### src/me_params.svh
/*
 * Geometry of the reference buffer and the horizontal search.
 * Include wherever block, bank or search sizes are needed.
 */

`ifndef ME_PARAMS_SVH
`define ME_PARAMS_SVH

// --------------------------------------------------
// Reference buffer
// --------------------------------------------------
// Blocks in one reference line, small for simulation
`define ME_BLOCKS_PER_LINE 6
// Words per block, one block per bank
`define ME_SRAM_DEPTH 23
// Address count at which the next current block is requested
`define ME_NEXT_BLOCK_OFFSET 8

// --------------------------------------------------
// Search
// --------------------------------------------------
`define ME_SEARCH_RANGE 16
`define ME_BLOCK_ROWS 8

`endif

### src/me_pkg.sv
/*
 * Shared types of the motion-estimation slice.
 * Import in the module body, use scoped names in port lists.
 */

`default_nettype none

package me_pkg;

    typedef logic [7:0] pixel_t;

    // Element 0 is the most significant pixel
    typedef pixel_t [0:7] ref_word_t;

    typedef struct packed {
        logic          valid;
        logic [4:0]    row;
        pixel_t [0:22] pixels;
    } ref_window_t;

    typedef logic [13:0] sad_t;

    typedef struct packed {
        logic [3:0] best_dx;
        sad_t       min_sad;
        logic       done;
    } sad_result_t;

    // Wishbone classic, master to slave
    typedef struct packed {
        logic        cyc;
        logic        stb;
        logic        we;
        logic [4:0]  adr;
        logic [31:0] dat;
    } wb_req_t;

    typedef struct packed {
        logic        ack;
        logic [31:0] dat;
    } wb_rsp_t;

    typedef enum logic [1:0] {FILL, RUN, LINE_GAP} buf_state_e;

endpackage

`default_nettype wire

### src/cur_block_buffer.sv
/*
 * Current 8x8 block, written over Wishbone in 32-bit halves.
 * Rows are read combinationally by the SAD unit.
 */

`timescale 1ns/10ps
`default_nettype none

`include "me_params.svh"

module cur_block_buffer (
    input  logic              clk,
    input  logic              rst,
    input  logic              wr_en,
    input  logic [3:0]        wr_addr,
    input  logic [31:0]       wr_data,
    input  logic [2:0]        row_sel,
    output me_pkg::ref_word_t row
);

    import me_pkg::*;

    ref_word_t rows [`ME_BLOCK_ROWS];

    // Odd address holds pixels 0 to 3, even address pixels 4 to 7
    always_ff @(posedge clk) begin
        if (rst) begin
            for (int r = 0; r < `ME_BLOCK_ROWS; r++) begin
                rows[r] <= '0;
            end
        end else if (wr_en) begin
            if (wr_addr[0]) begin
                rows[wr_addr[3:1]][0:3] <= wr_data;
            end else begin
                rows[wr_addr[3:1]][4:7] <= wr_data;
            end
        end
    end

    assign row = rows[row_sel];

endmodule

`default_nettype wire

### config.mk
export PLATFORM = sky130hd
export DESIGN_NAME = cur_block_buffer
export DESIGN_NICKNAME = d
export VERILOG_FILES = /design/src/me_pkg.sv /design/src/cur_block_buffer.sv
export VERILOG_INCLUDE_DIRS = /design/src /design/src/src
export SDC_FILE = /design/constraint.sdc
export NUM_CORES = 1
export LEC_CHECK = 0
export ABC_AREA = 0
export BUFFER_PORTS_ARGS = -buffer_cell sky130_fd_sc_hd__buf_4
export CAP_MARGIN = 20
export CELL_PAD_IN_SITES_DETAIL_PLACEMENT = 1
export CELL_PAD_IN_SITES_GLOBAL_PLACEMENT = 1
export CORE_MARGIN = 1.5
export CORE_UTILIZATION = 35
export CTS_BUF_LIST = sky130_fd_sc_hd__clkbuf_4
export DETAILED_ROUTE_END_ITERATION = 10
export PLACE_DENSITY = 0.66
export SKIP_CTS_REPAIR_TIMING = 1
export SLEW_MARGIN = 0
export SYNTH_ARGS = -nofsm -noshare
export SYNTH_HDL_FRONTEND = slang
export SYNTH_SLANG_ARGS = --single-unit
export TNS_END_PERCENT = 10
### constraint.sdc
create_clock -name clk -period 4.49 [get_ports clk]
set_clock_uncertainty 0.05 [all_clocks]
set_input_delay 0.449 -clock clk [delete_from_list [all_inputs] [get_ports clk]]
set_output_delay 0.449 -clock clk [all_outputs]
set_load 0.02 [all_outputs]
==> Word-level counts from Yosys, hierarchy flattened <==
Memory sizes are Yosys's and may differ from the RTL's.
Index checks and enable logic that the tools add are counted.
{ "word_totals": {"ff_bits": 0, "ram_bits": 512, "output_inout_bits": 64, "wordCells": 15, "mem_count": 1} }
{ "op_classes": {"n_mux": 13, "n_reduce_logical": 1} }
{ "memory_table": {"columns": ["name", "words", "word_bits", "read_ports", "rd_ports_with_merged_regs", "wr", "line_no", "source"], "rows": [
  ["rows", 8, 64, 1, 0, 8, "cur_block_buffer.sv:23", "ref_word_t rows [`ME_BLOCK_ROWS];"]
]} }
{ "ops": {"columns": ["cell", "count"], "rows": [
  ["$mux W64", 1],
  ["$reduce_or A64 Y1", 1],
  ["$mux W1", 10],
  ["$mux W3", 1],
  ["$mux W2", 1]
]} }

==> Logic depth before layout (Yosys ltp) <==
Gate-level depths: netlist (run 1).
{ "depth": {"depth_word": 6, "ltp_mapped": 6, "ltp_nobuf": 2} }

==> Least setup slack after synthesis (run 1) <==
OpenSTA, ideal clock, no wires.
{ "synth_timing": {"kind": "input to register", "start": "input rst", "end": "memory rows[0][0] (netlist name) (enable)", "setup_time_ns": 0.428, "arrival_ns": 2.939, "required_ns": 4.012, "path_slack_ns": 1.073, "cell_stages": 5, "path_cell_list": "buf_6 > or4b_1 > buf_2 > clkbuf_1 > o21bai_1"} }
{ "synth_lines": {"columns": ["element", "line_no", "source"], "rows": [
  ["start, declared", "cur_block_buffer.sv:13", "input logic rst,"],
  ["end, declared", "cur_block_buffer.sv:23", null]
]} }

==> summary.md, run 1 <==
| Metric | Value |
|---|---|
| Library cell with the largest summed area after synthesis | sky130_fd_sc_hd__edfxtp_1 |
| Total standard cell area after synthesis | 23050 sq um |
| Area of the placeable core | 64810 sq um |
| Die footprint | 67410 sq um |
| Via count normalized by instance count | 5.561 |
| Leading cell type in the layout, fill and taps excluded | sky130_fd_sc_hd__edfxtp_1 |
| Leading registers by flop count | rows x512 |
| Post-synthesis sequential element count | 512 |
| Clock tree from TritonCTS | done |
| Total nets after synthesis | 1501 |
| Flip-flop count of the largest register after layout | 512 |
| Max-cap violations | 0 |
| Sequential-to-total area share from yosys stat | 66.70% |
| Highest ir drop seen on vdd | 206.0 uV |
| Final count of hold timing violations | 0 |
| Number of buffers inserted by port buffering | 105 |
| Total clock sinks | 512 |
| Number of non-filler instances in the completed layout | 2520 |
| Total number of placement rows | 93 |
| I/O pin total | 106 |
| Vias in the first global route | 15.39k |
| Highest-count cells in the layout ignoring fill and taps | sky130_fd_sc_hd__edfxtp_1, sky130_fd_sc_hd__nor3_1, sky130_fd_sc_hd__clkbuf_4 |
| Fraction of final layout cells sized beyond drive strength 1 | 39.48% |
| GRT Residual Overflow | 0 |
| Critical Path Sink Type | output pin |
| Total number of vias | 14.01k |
| Largest cells by area after synthesis | sky130_fd_sc_hd__edfxtp_1, sky130_fd_sc_hd__mux4_2, sky130_fd_sc_hd__nor3_1, sky130_fd_sc_hd__nor3_2, sky130_fd_sc_hd__mux2_2 |
| DIE HEIGHT | 259.6 microns |
| Maximum number of pins on one net before global-route repair | 104 |
| Worst EP required | 3.99 ns |
| Clock transition at the register clock pins on the worst setup and hold paths after CTS | 0.07 ns |
| Crit path DAT | 2.40 ns |
| Chip width | 259.6 microns |
| Buffer levels on the longest clock path | 3 |
| Number of routed nets with antenna violations | 0 |
| Final layout net count | 1601 |
| Number of instances in the synthesized netlist | 1459 |
| Post-DR wirelength/cell | 25.84 microns |
| Hold WC Path Type | in -> reg |
| CTS buffer count | 138 |
| Final period util | 64.65% |
| Final number of setup-violating endpoints | 0 |
| # H-tree levels | 4 |
| Antenna violations before repair | 7 |
| Starting DRT DRC Count | 1062 |
| Kind of start point of the critical path | primary input |
| Worst-path fanout max | 40 |
| Tot GR Track Use | 19.91% |
| Clock Tree Root | sky130_fd_sc_hd__clkbuf_4 |
| Outcome | completed |
| Initial Utilization | 35.56% |
| Global-route wire length before repair | 98950 microns |
| Register with the most flip-flops | rows |
| Drt drc | 0 |
| Crit path kind | in -> out |
| Worst slew pin tran | 1.120 ns |
| Area delta synth->final | 15.39% |
| Placed wire-length estimate after detailed placement | 35310 microns |
| Routability Congestion | 0.7267 |
| Number of different library cells in the post-synthesis netlist | 18 |
| Number of max-slew violations in the final report | 0 |
| Worst hold slack after final layout | 0.06681 ns |
| Pwr per Cell Area | 421.1 nW/um^2 |
| TNS Setup | 0 ns |
| Placed cell count | 2274 |
| Number of warnings printed during yosys synthesis | 0 |
| Core occupancy in the finished layout | 41.04% |
| Syn_area_per_cell | 15.80 sq um |
| Max_slew headroom | 25.32% |
| Top-area cell type share of the netlist area | 66.70% |
| Highest Clock Rate | 344.5 MHz |
| Detailed-router iteration count before antenna repair | 5 |
| Setup repair after global routing missed its margin | no |
| Post-layout minimum cycle time | 2.903 ns |
| Sum of routed wire length over all layers | 65120 microns |
| Leakage component of the power | 8.340 nW |
## layer usage
layer	part of all wire [%]	GRT usage [%]	vias to the layer above
li1	-	-	6042
met4	1.8	6.476	10
met2	48	31.65	469
met1	43	26.49	7391
met5	0.089	0	-
met3	6.4	5.380	101
## cell type report
class / instances / area [sq um]
inverters: 32 / 120.1
clock inverters: 49 / 382.9
well taps: 855 / 1070
fillers: 6491 / 38220
flip-flops and latches: 512 / 15370
diodes: 1 / 2.502
multi-input cells: 728 / 6992
repair buffers: 147 / 1185
clock buffers: 196 / 1471
## cell families (layout without fill, tap and decap cells)
family	Yosys count	count (layout)	synth area share (%)
compound gates	16	16	0.5211
buf+inv	219	424	4.012
flops	512	512	66.70
mux	192	192	15.63
other cells	0	1	0
simple gates	520	520	13.13
## metrics by stage
step                      cell area [sq um]  setup WS [ns]  power (W)
final                                 26600          1.587    0.01120
after global routing                  26600          1.466    0.01164
after CTS                             26600          1.523    0.01135
after detailed placement              24740          1.534   0.006902
after global placement                24740          1.546   0.006870
after floorplan                       23050          1.073   0.006397
## final timing paths
check	from	end	cells after the start
max	row_sel[0]	row[30]	5
min	rst	rows[5][38]	2
## Yosys cell counts, drive strengths merged
cell     instances
nor3           512
buf             42
clkbuf         145
nand4bb          2
or2              1
nand2            1
inv             32
nand2b           2
mux4           128
edfxtp         512
or4b             1
o21bai          16
mux2            64
nand4b           1
## worst max-delay path: stages
cell	delay [ns]
sky130_fd_sc_hd__clkbuf_8	0.46
sky130_fd_sc_hd__buf_4	0.39
sky130_fd_sc_hd__mux4_2	0.54
sky130_fd_sc_hd__mux2_2	0.33
sky130_fd_sc_hd__buf_4	0.17
## where the power goes
group          internal [W]  leakage [nW]  switching, W
Sequential          0.00553          4.88     0.0000768
Combinational      0.000439          2.37      0.000737
Clock               0.00242          1.09       0.00200
Total               0.00838          8.34       0.00282
(Power assumes the default switching activity.)
==> run 2: changes to the inputs <==
==> constraint.sdc (replaced) <==
create_clock -name clk -period 2.9 [get_ports clk]
set_clock_uncertainty 0.05 [all_clocks]
set_input_delay 0.29 -clock clk [delete_from_list [all_inputs] [get_ports clk]]
set_output_delay 0.29 -clock clk [all_outputs]
set_load 0.02 [all_outputs]
==> summary.md, run 2 (synthesized netlist as in run 1, its figures left out) <==
| Metric | Value |
|---|---|
| Outcome | completed |
| Tot GR Track Use | 19.26% (-0.65 points) |
| Crit path kind | reg -> out |
| Total number of placement rows | 93 (unchanged) |
| Leakage component of the power | 8.541 nW (+2.4%) |
| Highest Clock Rate | 370.9 MHz |
| Critical Path Max Stage Delay | 0.48 ns (-0.06 ns) |
| Total number of vias | 14.00k (-0.071%) |
| Cell at the slowest stage of the critical path | sky130_fd_sc_hd__mux4_2 |
| Leading registers by flop count | rows x512 |
| Count of cells along the worst hold path | 3 (+1) |
| Clock Tree Root | sky130_fd_sc_hd__clkbuf_4 |
| TNS Setup | 0 ns (unchanged) |
| Area delta synth->final | 17.43% |
| Global-route layer with the greatest usage | met2 |
| Drt drc | 0 (unchanged) |
| Initial Utilization | 35.56% (unchanged) |
| Final number of setup-violating endpoints | 0 (unchanged) |
| Chip width | 259.6 microns (unchanged) |
| Max_slew headroom | 48.72% (+23 points) |
| Met1 routing resource usage after global routing | 24.96% (-1.5 points) |
| Final layout net count | 1635 (+2.1%) |
| GRT Residual Overflow | 0 (unchanged) |
| Die footprint | 67410 sq um (unchanged) |
| Final count of hold timing violations | 0 (unchanged) |
| Cell area after placement | 25040 sq um (+1.2%) |
| Flip-flop count of the largest register after layout | 512 (unchanged) |
| Fill count | 6453 (-0.59%) |
| Total clock sinks | 512 (unchanged) |
| Via count normalized by instance count | 5.483 (-1.4%) |
| CTS buffer count | 138 (unchanged) |
| I/O pin total | 106 (unchanged) |
| Met2 layer usage reported by global route | 32.31% (+0.66 points) |
| DIE HEIGHT | 259.6 microns (unchanged) |
| Buffer levels on the longest clock path | 3 (unchanged) |
| Register with the most flip-flops | rows |
| Detailed-router iteration count before antenna repair | 5 (unchanged) |
| Global-route wire length before repair | 95820 microns (-3.2%) |
| Total stage count of the critical path | 3 (-2) |
| Number of max-slew violations in the final report | 0 (unchanged) |
| Setup repair after global routing missed its margin | no |
| Worst EP required | 2.56 ns (-1.43 ns) |
| Clock tree from TritonCTS | done |
| Kind of start point of the critical path | flip-flop |
| Sum of routed wire length over all layers | 63580 microns (-2.4%) |
| Crit path DAT | 2.36 ns (-0.04 ns) |
| Hold WC Path Type | in -> reg |
| Post-layout minimum cycle time | 2.696 ns |
| Clock transition at the register clock pins on the worst setup and hold paths after CTS | 0.06 ns (about the same) |
| Area of the placeable core | 64810 sq um (unchanged) |
| Maximum number of pins on one net before global-route repair | 107 (+2.9%) |
| Critical Path Sink Type | output pin |
| Vias in the first global route | 15.32k (-0.45%) |
| Final period util | 92.96% |
| Post-DR wirelength/cell | 24.89 microns (-3.7%) |
| Met3 track demand over resource | 4.376% (-1.0 points) |
| Placed wire-length estimate after detailed placement | 35090 microns (-0.62%) |
| Leading cell type in the layout, fill and taps excluded | sky130_fd_sc_hd__edfxtp_1 |
| Count of buffer and inverter cells on the critical path | 1 (-2) |
| Worst-path fanout max | 1 (-98%) |
| Starting DRT DRC Count | 1073 (+1.0%) |
| Worst slew pin tran | 0.7683 ns (-0.3519 ns) |
| Routability Congestion | 0.7166 (-1.4%) |
| Reg area | 15370 sq um (unchanged) |
| Pwr per Cell Area | 627.2 nW/um^2 (+49%) |
| Antenna violations before repair | 1 (-6) |
| Highest ir drop seen on vdd | 392.1 uV (+90%) |
| Overall power consumption | 0.01698 W (+52%) |
| # H-tree levels | 4 (unchanged) |
| Multi-input combinational cell area | 6992 sq um (unchanged) |
| Highest-count cells in the layout ignoring fill and taps | sky130_fd_sc_hd__edfxtp_1, sky130_fd_sc_hd__nor3_1, sky130_fd_sc_hd__clkbuf_4 |
| Summed area of non-filler cells in the final layout | 27070 sq um (+1.8%) |
| Crit path cell chain | mux4_2, mux2_2, buf_4 |
| Fraction of final layout cells sized beyond drive strength 1 | 39.15% (-0.33 points) |
| Number of buffers inserted by port buffering | 105 (unchanged) |
| Number of routed nets with antenna violations | 0 (unchanged) |
| Cell type group with the largest total delay on the critical path | multiplexers |
| Max-cap violations | 0 (unchanged) |
==> run 2: through the flow <==
step,util [%],hold slack (ns),cells,setup WS (ns)
finish,41.76,0.02064,2554,0.2041
global route,41.75,0.006465,2552,0.1064
CTS,41.33,-0.2393,2524,0.1115
detailed placement,38.64,0.8421,2281,0.6039
global placement,38.64,0.8116,2281,0.5946
floorplan,-,0.6063,1459,-0.3468
==> run 2: worst min-delay path, cell delays in order <==
cell	delay [ns]
sky130_fd_sc_hd__buf_4	0.08
sky130_fd_sc_hd__inv_1	0.28
sky130_fd_sc_hd__nor3_2	0.25
==> run 2: worst paths after layout <==
| check | startpoint | end | slack [ns] |
|---|---|---|---|
| setup / recovery | rows[5][31] | row[31] | 0.20 |
| hold / removal | wr_data[8] | rows[2][8] | 0.02 |
==> run 2: metal layers <==
metal,part of all wire [%],up-vias
met1,43,7402
met4,1.6,0
met3,4.7,81
li1,-,6135
met2,51,385
met5,0,-
==> run 2: where the power goes <==
| part | leakage [nW] | total, W | switching, W | internal [W] |
|---|---|---|---|---|
| Clock | 1.05 | 0.00642 | 0.00300 | 0.00342 |
| Sequential | 4.88 | 0.00867 | 0.000113 | 0.00855 |
| Combinational | 2.61 | 0.00189 | 0.00114 | 0.000744 |
==> run 2: cell type report <==
class,instances,area share [%]
antenna,3,0.02774
clock buffer,207,5.741
clock inverter,36,0.7027
inverter,32,0.4438
multi-input combinational,728,25.83
sequential,512,56.80
tap,855,3.952
timing repair buffer,181,6.495
