$ cat src/me_params.svh
/*
 * Geometry of the reference buffer and the horizontal search.
 * Include wherever block, bank or search sizes are needed.
 */

`ifndef ME_PARAMS_SVH
`define ME_PARAMS_SVH

// --------------------------------------------------
// Reference buffer
// --------------------------------------------------
// Blocks in one reference line, small for simulation
`define ME_BLOCKS_PER_LINE 6
// Words per block, one block per bank
`define ME_SRAM_DEPTH 23
// Address count at which the next current block is requested
`define ME_NEXT_BLOCK_OFFSET 8

// --------------------------------------------------
// Search
// --------------------------------------------------
`define ME_SEARCH_RANGE 16
`define ME_BLOCK_ROWS 8

`endif

$ cat src/me_pkg.sv
/*
 * Shared types of the motion-estimation slice.
 * Import in the module body, use scoped names in port lists.
 */

`default_nettype none

package me_pkg;

    typedef logic [7:0] pixel_t;

    // Element 0 is the most significant pixel
    typedef pixel_t [0:7] ref_word_t;

    typedef struct packed {
        logic          valid;
        logic [4:0]    row;
        pixel_t [0:22] pixels;
    } ref_window_t;

    typedef logic [13:0] sad_t;

    typedef struct packed {
        logic [3:0] best_dx;
        sad_t       min_sad;
        logic       done;
    } sad_result_t;

    // Wishbone classic, master to slave
    typedef struct packed {
        logic        cyc;
        logic        stb;
        logic        we;
        logic [4:0]  adr;
        logic [31:0] dat;
    } wb_req_t;

    typedef struct packed {
        logic        ack;
        logic [31:0] dat;
    } wb_rsp_t;

    typedef enum logic [1:0] {FILL, RUN, LINE_GAP} buf_state_e;

endpackage

`default_nettype wire

$ cat src/me_wb_regs.sv
/*
 * Wishbone classic slave for control and readout.
 * Forwards current-block writes and holds the latest search result.
 */

`timescale 1ns/10ps
`default_nettype none

module me_wb_regs (
    input  logic                clk,
    input  logic                rst,
    input  me_pkg::wb_req_t     wb_req,
    output me_pkg::wb_rsp_t     wb_rsp,
    input  me_pkg::sad_result_t result,
    input  logic                sram_ready,
    output logic                cur_wr_en,
    output logic [3:0]          cur_wr_addr,
    output logic [31:0]         cur_wr_data
);

    import me_pkg::*;

    logic        req_active;
    logic        ack_q;
    logic [31:0] rd_mux;
    logic [31:0] rd_data;
    logic [3:0]  best_dx_q;
    sad_t        min_sad_q;
    logic [7:0]  result_cnt;

    assign req_active = wb_req.cyc && wb_req.stb;

    // Single-cycle ack, one cycle after the request shows up
    always_ff @(posedge clk) begin
        if (rst) begin
            ack_q <= 1'b0;
        end else begin
            ack_q <= req_active && !ack_q;
        end
    end

    always_comb begin
        case (wb_req.adr)
            5'd16:   rd_mux = {16'd0, result_cnt, 7'd0, sram_ready};
            5'd17:   rd_mux = {28'd0, best_dx_q};
            5'd18:   rd_mux = {18'd0, min_sad_q};
            default: rd_mux = '0;
        endcase
    end

    always_ff @(posedge clk) begin
        if (req_active && !ack_q) begin
            rd_data <= rd_mux;
        end
    end

    assign wb_rsp.ack = ack_q;
    assign wb_rsp.dat = rd_data;

    // Block writes land on the edge that completes the ack
    assign cur_wr_en   = req_active && wb_req.we && ack_q && !wb_req.adr[4];
    assign cur_wr_addr = wb_req.adr[3:0];
    assign cur_wr_data = wb_req.dat;

    always_ff @(posedge clk) begin
        if (rst) begin
            best_dx_q  <= '0;
            min_sad_q  <= '0;
            result_cnt <= '0;
        end else if (result.done) begin
            best_dx_q  <= result.best_dx;
            min_sad_q  <= result.min_sad;
            result_cnt <= result_cnt + 8'd1;
        end
    end

endmodule

`default_nettype wire

$ cat config.mk
export PLATFORM = sky130hd
export DESIGN_NAME = me_wb_regs
export DESIGN_NICKNAME = d
export VERILOG_FILES = /design/src/me_params.svh /design/src/me_pkg.sv /design/src/me_wb_regs.sv
export SDC_FILE = /design/constraint.sdc
export NUM_CORES = 1
export LEC_CHECK = 0
export ABC_AREA = 0
export BUFFER_PORTS_ARGS = -buffer_cell sky130_fd_sc_hd__buf_2
export CAP_MARGIN = 15
export CORE_ASPECT_RATIO = 2
export CORE_MARGIN = 2
export CORE_UTILIZATION = 40
export CTS_CLUSTER_DIAMETER = 200
export DETAILED_ROUTE_END_ITERATION = 8
export PLACE_DENSITY = 0.76
export SLEW_MARGIN = 20
export SYNTH_ARGS = -nofsm -noshare
export SYNTH_HDL_FRONTEND = slang
export SYNTH_SLANG_ARGS = --single-unit
$ cat constraint.sdc
create_clock -name clk -period 2.1 [get_ports clk]
set_clock_uncertainty 0.05 [all_clocks]
set_input_delay 0.525 -clock clk [delete_from_list [all_inputs] [get_ports clk]]
set_output_delay 0.525 -clock clk [all_outputs]
set_load 0.02 [all_outputs]
### Word-level counts from Yosys, hierarchy flattened

Cells that the tools add are included.

| cells by class | value |
|---|---|
| add/subtract/negate cells | 1 |
| equal/unequal tests | 3 |
| multiplexer cells | 1 |
| reduce and logical (&&, ||, !) cells | 7 |

Operators by type and width:

| cell | count |
|---|---|
| case mux 16 bit (3 select lines) | 1 |
| == test 5 bit (second input constant) | 3 |
| adder 8 x 1 -> 8 bit (second input constant) | 1 |
| logical AND 1 bit | 5 |
| zero test 1 bit | 2 |

| word-level totals | value |
|---|---|
| register bits after elaboration | 59 |
| input port bits | 62 |
| logic and storage cells | 17 |

### Depth between registers and ports, before layout

Gate-level depths: netlist of the first run.

| logic depth | value |
|---|---|
| word-level depth | 4 |
| mapped depth | 5 |
| mapped depth without buffers | 4 |

### Worst setup path after synthesis of the first run

OpenSTA, ideal clock, no wires.

| timing | value |
|---|---|
| path kind | input port to flip-flop |
| from | input wb_req[39] (netlist bit) |
| to | register rd_data[0], enable pin |
| arrival | 1.294 ns |
| required time | 1.662 ns |
| path slack | 0.367 ns |
| stages | 2 |
| cells stage by stage | nand2_1 -> nor2_1 |

| between the ends | value |
|---|---|
| cells in the longest elaborated chain, start to end | 2 |

Ends and longest elaborated chain:

| what | line | source |
|---|---|---|
| start, declared | me_wb_regs.sv:12 | `input me_pkg::wb_req_t wb_req,` |
| logical AND 1 bit | me_wb_regs.sv:31 | `assign req_active = wb_req.cyc && wb_req.stb;` |
| logical AND 1 bit | me_wb_regs.sv:52 | `if (req_active && !ack_q) begin` |
| end signal, assigned | me_wb_regs.sv:53 | `rd_data <= rd_mux;` |
| end, declared | me_wb_regs.sv:26 | `logic [31:0] rd_data;` |

Every way passes these cells.
A chain may end at the register's enable or synchronous reset.

### Worst setup path in the final report of the first run

| timing | value |
|---|---|
| from | input wb_req[39] (netlist bit) |
| to | output cur_wr_en |

| between the ends | value |
|---|---|
| cells in the longest elaborated chain, start to end | 4 |

Ends and longest elaborated chain:

| what | line | source |
|---|---|---|
| logical AND 1 bit | me_wb_regs.sv:31 |  |
| logical AND 1 bit (3 in a row) | me_wb_regs.sv:61 | `assign cur_wr_en = req_active && wb_req.we && ack_q && !wb_req.adr[4];` |
| end, declared | me_wb_regs.sv:16 | `output logic cur_wr_en,` |

Every way passes these cells.

==> reports/metrics.cfg, run 1 <==
[drt]
routed_wl_um=3220
postRouteAntennaNets=0
drc=0
drt_first_pass_iters=2
drt_iter0_markers=13
vias=1282
viasPerCell=4.70
wire_per_inst_um=11.8

[worst_setup_path]
worstReg2RegStart=result_cnt[0]
crit_end=cur_wr_en
worst_path_max_delay_cell=buf_2
r2r_slack_ns=0.67
setup.worst_path.class=in2out
crit_top_cell=buf_2
max_stage_delay_ns=0.18
critPathLaunchType=primary input
crit_chain=buf_2 > nand2_1 > nor3_1 > buf_2
crit_required_ns=1.52
worst_setup_path_end_kind=output pin
crit_fanout=3
reg2reg_depth=4
cp-startpoint=wb_req[39]
worst_ep_arrival_time_ns=1.03
r2r_end=result_cnt[6]

[timing]
period_needed_ns=1.60
min_period_over_period_pct=76.2
fmaxAchievable_mhz=625
setup_violations=0
setup_tns_ns=0
hold_ws_ns=0.422
drv_slew=0
setup_ws_ns=0.500
rsz0062_at_grt=no
hold_viol=0

[grt]
grt_pass1_vias=1190
gr-total-overflow=0
grt_usage_pct=12.2
grt_max_degree=28
antenna_found_initial=0
grt_pass1_wl_um=5230

[synth]
synthCells=199
yosysTopAreaCell=dfxtp_1
ys_ff_latch=43
synth_area_per_cell_um2=10.5
synthTopCellsByCount=54 x buf_4, 28 x nor2_1, 27 x dfxtp_1
yosysWarningCount=0
async_flop_share_pct=0
synth_top_flop_cell=dfxtp_1
yosysTopAreaCellShare_pct=25.9
syn_area_um2=2090
synth_cell_type_count=26
synth_edf_count=16
post-synth-top-count-cell=buf_4
yosysSeqAreaShare_pct=48.8
synth_area_leaders=dfxtp_1 26%, edfxtp_1 23%, buf_4 19%

[floorplan]
ios=132
core_area_um2=5090
die_x_um=55.1
die_area_um2=5860
initial_utilization_pct=41.1
die_h_um=106
num_rows=37

[finish]
num-nets-final=277
antennaDiodeCount=0
final_util_pct=42.0
final_cell_area_um2=2140
fin_cells=273
drive_above_1_share_pct=29.8
area_growth_pct=2.27

[clocking]
htreeDepth=2
cts_sinks=43
clk_latency_ns=0.29
cts_resized=0
post_cts.repair.setup_buffers=0
cts_buffer_depth=2
path_clk_slew_ns=0.07
cts_tree=yes
numCtsBuffers=5
cts_root_buffer=clkbuf_8
cts_hold_repair.buffers=0

[run_status]
status=completed

[power]
p_leak_nw=0.942
power_density_nw_per_um2=739
irDropWorstVdd_mv=0.332
power_mw=1.58

[placed_design]
dp_hpwl_um=2530
gp_congestion=0.774
numPortBuffers=51
pre_cts_ws_ns=0.200
placed_area_um2=2050
dp_cells=265

[min_path]
hp-class=in2reg

[job]
cap_viol_max_count=0

## state kept, by name, summed over array words and instances (netlist names)
register    flops
result_cnt      8
min_sad_q      14
best_dx_q       4
rd_data        16
ack_q           1
## cell type report
cell class	count	area (um^2)
fillers	506	2950
flip-flops and latches	43	1020
multi-input cells	110	683
repair buffers	54	278
well taps	58	72.6
clock buffers	5	68.8
clock inverters	3	15.0
## where the power goes
group	switching, mW	internal, mW	leakage [nW]
Combinational	0.111	0.0673	0.525
Sequential	0.0204	0.900	0.370
Clock	0.256	0.227	0.0477
## worst max-delay path, delay by kind of cell
family | cells | cell delay, ns
buf+inv | 2 | 0.26
simple gates | 2 | 0.24
## cells by family (layout without fill, tap and decap cells)
| logic type | Yosys count | after routing | synth area share (%) |
|---|---|---|---|
| AO/OA/AOI/OAI | 16 | 16 | 5.45 |
| XOR/XNOR | 4 | 4 | 1.68 |
| adder cells (fa/ha/maj) | 1 | 1 | 0.598 |
| buffers and inverters | 61 | 62 | 21.2 |
| flip-flops | 43 | 43 | 48.8 |
| multiplexers | 20 | 20 | 9.58 |
| other | 1 | 16 | 0.179 |
| AND/OR/NAND/NOR | 53 | 53 | 12.5 |
## metal layers
layer  vias up  track usage, %  wire (um)
met5         -               0          0
met1       586            11.3       1070
met4         0            9.06        103
met2        44            21.7       1820
met3        21            2.11        215
li1        631               -          -
## worst min path at each step
stage,slack (ns),startpoint,cells after the start,to
after global placement,0.42,result_cnt[7],2,result_cnt[7]
after global routing,0.43,result[4],3,min_sad_q[3]
after floorplan,0.40,ack_q,1,ack_q
after CTS,0.42,result[12],3,min_sad_q[11]
final,0.42,result[12],3,min_sad_q[11]
after detailed placement,0.43,result_cnt[7],2,result_cnt[7]
## cell usage in the layout, fill, tap and decap left out, types with 3 or more instances in the layout
master	count
a21oi_1	3
a22o_1	6
a22oi_1	3
and2_1	6
buf_2	51
buf_4	3
clkbuf_8	5
clkinv_2	3
conb_1	16
dfxtp_1	27
edfxtp_1	16
mux2i_1	20
nand2_1	5
nand4_1	4
nor2_1	28
o21ai_0	3
or3_1	3
xor2_1	3
Note: power is estimated with default switching activity, not from simulation.
==> inputs of run 2 (changes only) <==
- ABC_AREA: 0 -> 1
- clock period: 2.1 -> 1.5 ns (I/O delays scaled with it)
==> reports/metrics.cfg, run 2 <==
[finish]
drive_above_1_share_pct=29.0
area_growth_pct=5.81
register_area_um2=1020
layout_commonest_cell=buf_2
antennaDiodeCount=0
largest_reg_flops=16
final_cell_mix=51 x buf_2, 30 x inv_1, 26 x dfxtp_1
largestRegisters=rd_data: 16 flops, min_sad_q: 14 flops, result_cnt: 8 flops
regMostFlops=rd_data
num-fill-cells=524
multi_input_area_um2=581
num-nets-final=317

[grt]
gr-total-overflow=0
gr-usage-met3_pct=1.97
antenna_found_initial=0
met1_usage_pct=13.3
grt_max_degree=26
grt_pass1_vias=1353
grt_usage_pct=14.2
met2_usage_pct=24.1
grt_pass1_wl_um=5930
grt-busiest-layer=met2

[synth]
synth_edf_count=16
synth_top_flop_cell=dfxtp_1
synth_cell_type_count=22
post-synth-top-count-cell=buf_4
ys_ff_latch=43
async_flop_share_pct=0
synth_area_per_cell_um2=8.85
yosysWarningCount=0
synthTopCellsByCount=53 x buf_4, 30 x inv_1, 27 x dfxtp_1
yosysTopAreaCellShare_pct=25.9
yosysSeqAreaShare_pct=48.9
synthCells=236
yosysTopAreaCell=dfxtp_1
synth_area_leaders=dfxtp_1 26%, edfxtp_1 23%, buf_4 19%
syn_area_um2=2090

[worst_setup_path]
max_stage_delay_ns=0.36
reg2reg_depth=6
setup.worst_path.class=reg2out
crit_family=flip-flops
crit_required_ns=1.07
cp-startpoint=ack_q
crit_fanout=4
worst_setup_path_end_kind=output pin
critPathLaunchType=register
r2r_end=result_cnt[6]
worstReg2RegStart=result_cnt[0]
crit_end=cur_wr_en
r2r_slack_ns=0.27
crit_cells=3
crit_buf_inv=1
worst_ep_arrival_time_ns=0.98
crit_chain=nand3_1 > nor2_1 > buf_2
worst_path_max_delay_cell=dfxtp_2

[power]
p_leak_nw=0.975
seq_power_share_pct=52.0
combPwrFrac_pct=10.4
power_density_nw_per_um2=1110
swShare_pct=23.3
irDropWorstVdd_mv=0.610
switchingPower_mw=0.573
clockPowerShare_pct=37.6
internal_power_mw=1.88
power_mw=2.45

[drt]
postRouteAntennaNets=0
routed_wl_um=3870
drt_first_pass_iters=4
drt_iter0_markers=42
vias=1468
wire_per_inst_um=12.4
viasPerCell=4.69
drc=0

[clocking]
cts_root_buffer=clkbuf_8
cts_tree=yes
post_cts.repair.setup_buffers=0
numCtsBuffers=5
path_clk_slew_ns=0.08
cts_hold_repair.buffers=0
htreeDepth=2
clk_latency_ns=0.30
cts_buffer_depth=2
cts_sinks=43

[min_path]
hp-class=in2reg

[floorplan]
ios=132
initial_utilization_pct=41.0
num_rows=37
die_h_um=106
core_area_um2=5090
die_area_um2=5850
die_x_um=55.1

[placed_design]
gp_congestion=0.776
dp_hpwl_um=2920
numPortBuffers=51

[timing]
hold_viol=0
fmaxAchievable_mhz=714
setup_violations=0
setup_tns_ns=0
min_period_over_period_pct=93.4
rsz0062_at_grt=no
period_needed_ns=1.40
drv_slew=0

[run_status]
status=completed

[job]
cap_viol_max_count=0

## run 2: layout make-up
cell class	count	area share (%)
Inverter	32	5.43
Multi-Input combinational cell	117	26.3
Tap cell	58	3.28
Timing Repair Buffer	55	13.5
Sequential cell	43	46.2
Clock buffer	6	3.74
Clock inverter	2	1.58
## run 2: through the flow
step / area, um^2 / setup slack [ns] / std cells / hold slack [ns] / utilization (%)
after floorplan: 2150 / 0.169 / 251 / 0.383 / -
after global placement: 2090 / 0.121 / 305 / 0.391 / 41.1
after detailed placement: 2090 / 0.107 / 305 / 0.400 / 41.1
after CTS: 2210 / 0.0356 / 313 / 0.241 / 43.4
after global routing: 2210 / 0.0480 / 313 / 0.234 / 43.4
final: 2210 / 0.0985 / 313 / 0.219 / 43.4
## run 2: cell families after synthesis
kind of cell,after synthesis,synth area share [%]
adders and majority gates,1,0.599
DFF,43,48.9
other,1,0.179
AOI/OAI and AO/OA,51,12.8
buffers and inverters,91,26.2
and+or+nand+nor,49,11.4
## run 2: timing repair
item | 4_1_cts | 5_1_grt
endpoints found under the setup margin | 0 | 1
resized for setup | 0 | 1
hold endpoints to repair | 0 | 0
## run 2: routing by layer
layer | vias to the layer above | routed length, um
met2 | 54 | 2040
met4 | 0 | 268
met1 | 651 | 1270
li1 | 735 | -
met3 | 28 | 289
met5 | - | 0
## run 2: power by group through the flow
stage	registers, mW	logic, mW	clock network [mW]
after floorplan	1.32	0.310	0
after global placement	1.30	0.250	0
after detailed placement	1.30	0.256	0
after CTS	1.28	0.257	0.932
after global routing	1.28	0.283	0.972
final	1.28	0.255	0.923
## run 2: worst min path at each step
stage	startpoint	cells past startpoint	endpoint
floorplan	best_dx_q[3]	2	best_dx_q[3]
global placement	min_sad_q[4]	2	min_sad_q[4]
detailed placement	min_sad_q[5]	2	min_sad_q[5]
CTS	rst	2	ack_q
global route	rst	2	ack_q
finish	rst	2	ack_q
==> inputs of run 3 (changes only) <==
- CORE_ASPECT_RATIO: 2 -> not set
==> reports/metrics.cfg, run 3 (synthesis gave the netlist of run 2 again) <==
[clocking]
cts_root_buffer=clkbuf_8
cts_tree=yes
cts_hold_repair.buffers=0
path_clk_slew_ns=0.07
numCtsBuffers=5
cts_sinks=43
clk_latency_ns=0.29
htreeDepth=2
cts_buffer_depth=2

[timing]
min_period_over_period_pct=92.9
hold_ws_ns=0.221
hold_viol=0
rsz0062_at_grt=no
setup_violations=0
period_needed_ns=1.39
drv_slew=0
setup_tns_ns=0
fmaxAchievable_mhz=718

[grt]
grt_pass1_wl_um=6380
gr-total-overflow=0
grt_usage_pct=14.2
grt_max_degree=26
grt_pass1_vias=1364
antenna_found_initial=0

[drt]
routed_wl_um=3910
drt_first_pass_iters=4
postRouteAntennaNets=0
drt_iter0_markers=99
viasPerCell=4.48
wire_per_inst_um=12.0
vias=1456
drc=0

[worst_setup_path]
crit_fanout=4
reg2reg_depth=6
r2r_slack_ns=0.27
r2r_end=result_cnt[6]
crit_end=cur_wr_en
critPathLaunchType=register
worst_ep_arrival_time_ns=0.97
worstReg2RegStart=result_cnt[0]
worst_setup_path_end_kind=output pin
setup.worst_path.class=reg2out
cp-startpoint=ack_q
crit_required_ns=1.07

[min_path]
hp-class=in2reg

[floorplan]
initial_utilization_pct=41.2
die_h_um=76.3
ios=132
num_rows=26
die_x_um=76.3
core_area_um2=5070
die_area_um2=5820

[finish]
largestRegisters=rd_data: 16 flops, min_sad_q: 14 flops, result_cnt: 8 flops
layout_commonest_cell=buf_2
drive_above_1_share_pct=27.8
area_growth_pct=5.57
num-fill-cells=509
final_cell_area_um2=2210
num-nets-final=317
fin_cells=325
largest_reg_flops=16
regMostFlops=rd_data
final_cell_mix=50 x buf_2, 30 x inv_1, 26 x dfxtp_1
antennaDiodeCount=0

[placed_design]
placed_area_um2=2120
gp_congestion=0.687
dp_hpwl_um=2920
dp_cells=317
numPortBuffers=51

[power]
irDropWorstVdd_mv=0.379
power_density_nw_per_um2=1000
p_leak_nw=0.959
power_mw=2.21

[run_status]
status=completed

[job]
cap_viol_max_count=0

==> run 3: per-stage QoR <==
stage	setup slack, ns	util, %
floorplan	0.169	-
global placement	0.100	41.8
detailed placement	0.0524	41.8
CTS	0.0273	43.3
global route	0.0405	43.5
finish	0.107	43.5
==> run 3: worst min path at each step <==
stage                     slack, ns       endpoint  cells after the start           from
after floorplan                0.38   best_dx_q[3]                      2   best_dx_q[3]
after global placement         0.39   min_sad_q[7]                      2   min_sad_q[7]
after detailed placement       0.40  min_sad_q[11]                      2  min_sad_q[11]
after CTS                      0.22          ack_q                      2            rst
after global routing           0.22          ack_q                      2            rst
final                          0.22          ack_q                      2            rst
==> run 3: final cells by class <==
class	instances	area, um^2	share of cell area (%)
Timing Repair Buffer	55	313	14.2
Sequential cell	43	1020	46.5
Multi-Input combinational cell	117	581	26.3
Inverter	32	120	5.45
Clock inverter	2	7.51	0.340
Tap cell	70	87.6	3.97
Clock buffer	6	72.6	3.29
==> run 3: power by group <==
part	internal, mW	switching [mW]
Sequential	1.26	0.0188
Clock	0.317	0.355
Combinational	0.0876	0.171
==> run 3: what timing repair did <==
| item | in CTS | in global routing |
|---|---|---|
| gates resized for setup | 0 | 3 |
| setup endpoints to repair | 0 | 1 |
| buffers inserted | 0 | 0 |
==> run 3: metal layers <==
metal | GRT usage [%] | vias to the layer above | part of all wire [%]
li1 | - | 740 | -
met1 | 15.3 | 643 | 41
met2 | 25.2 | 57 | 49
met3 | 4.38 | 16 | 7.6
met4 | 6.55 | 0 | 2.3
met5 | 0 | - | 0
==> run 3: worst max-delay path, cell delays in order, from the launching register on <==
cell and delay, ns:
dfxtp_4 0.37, nand3_1 0.07, nor2_1 0.09, buf_4 0.14
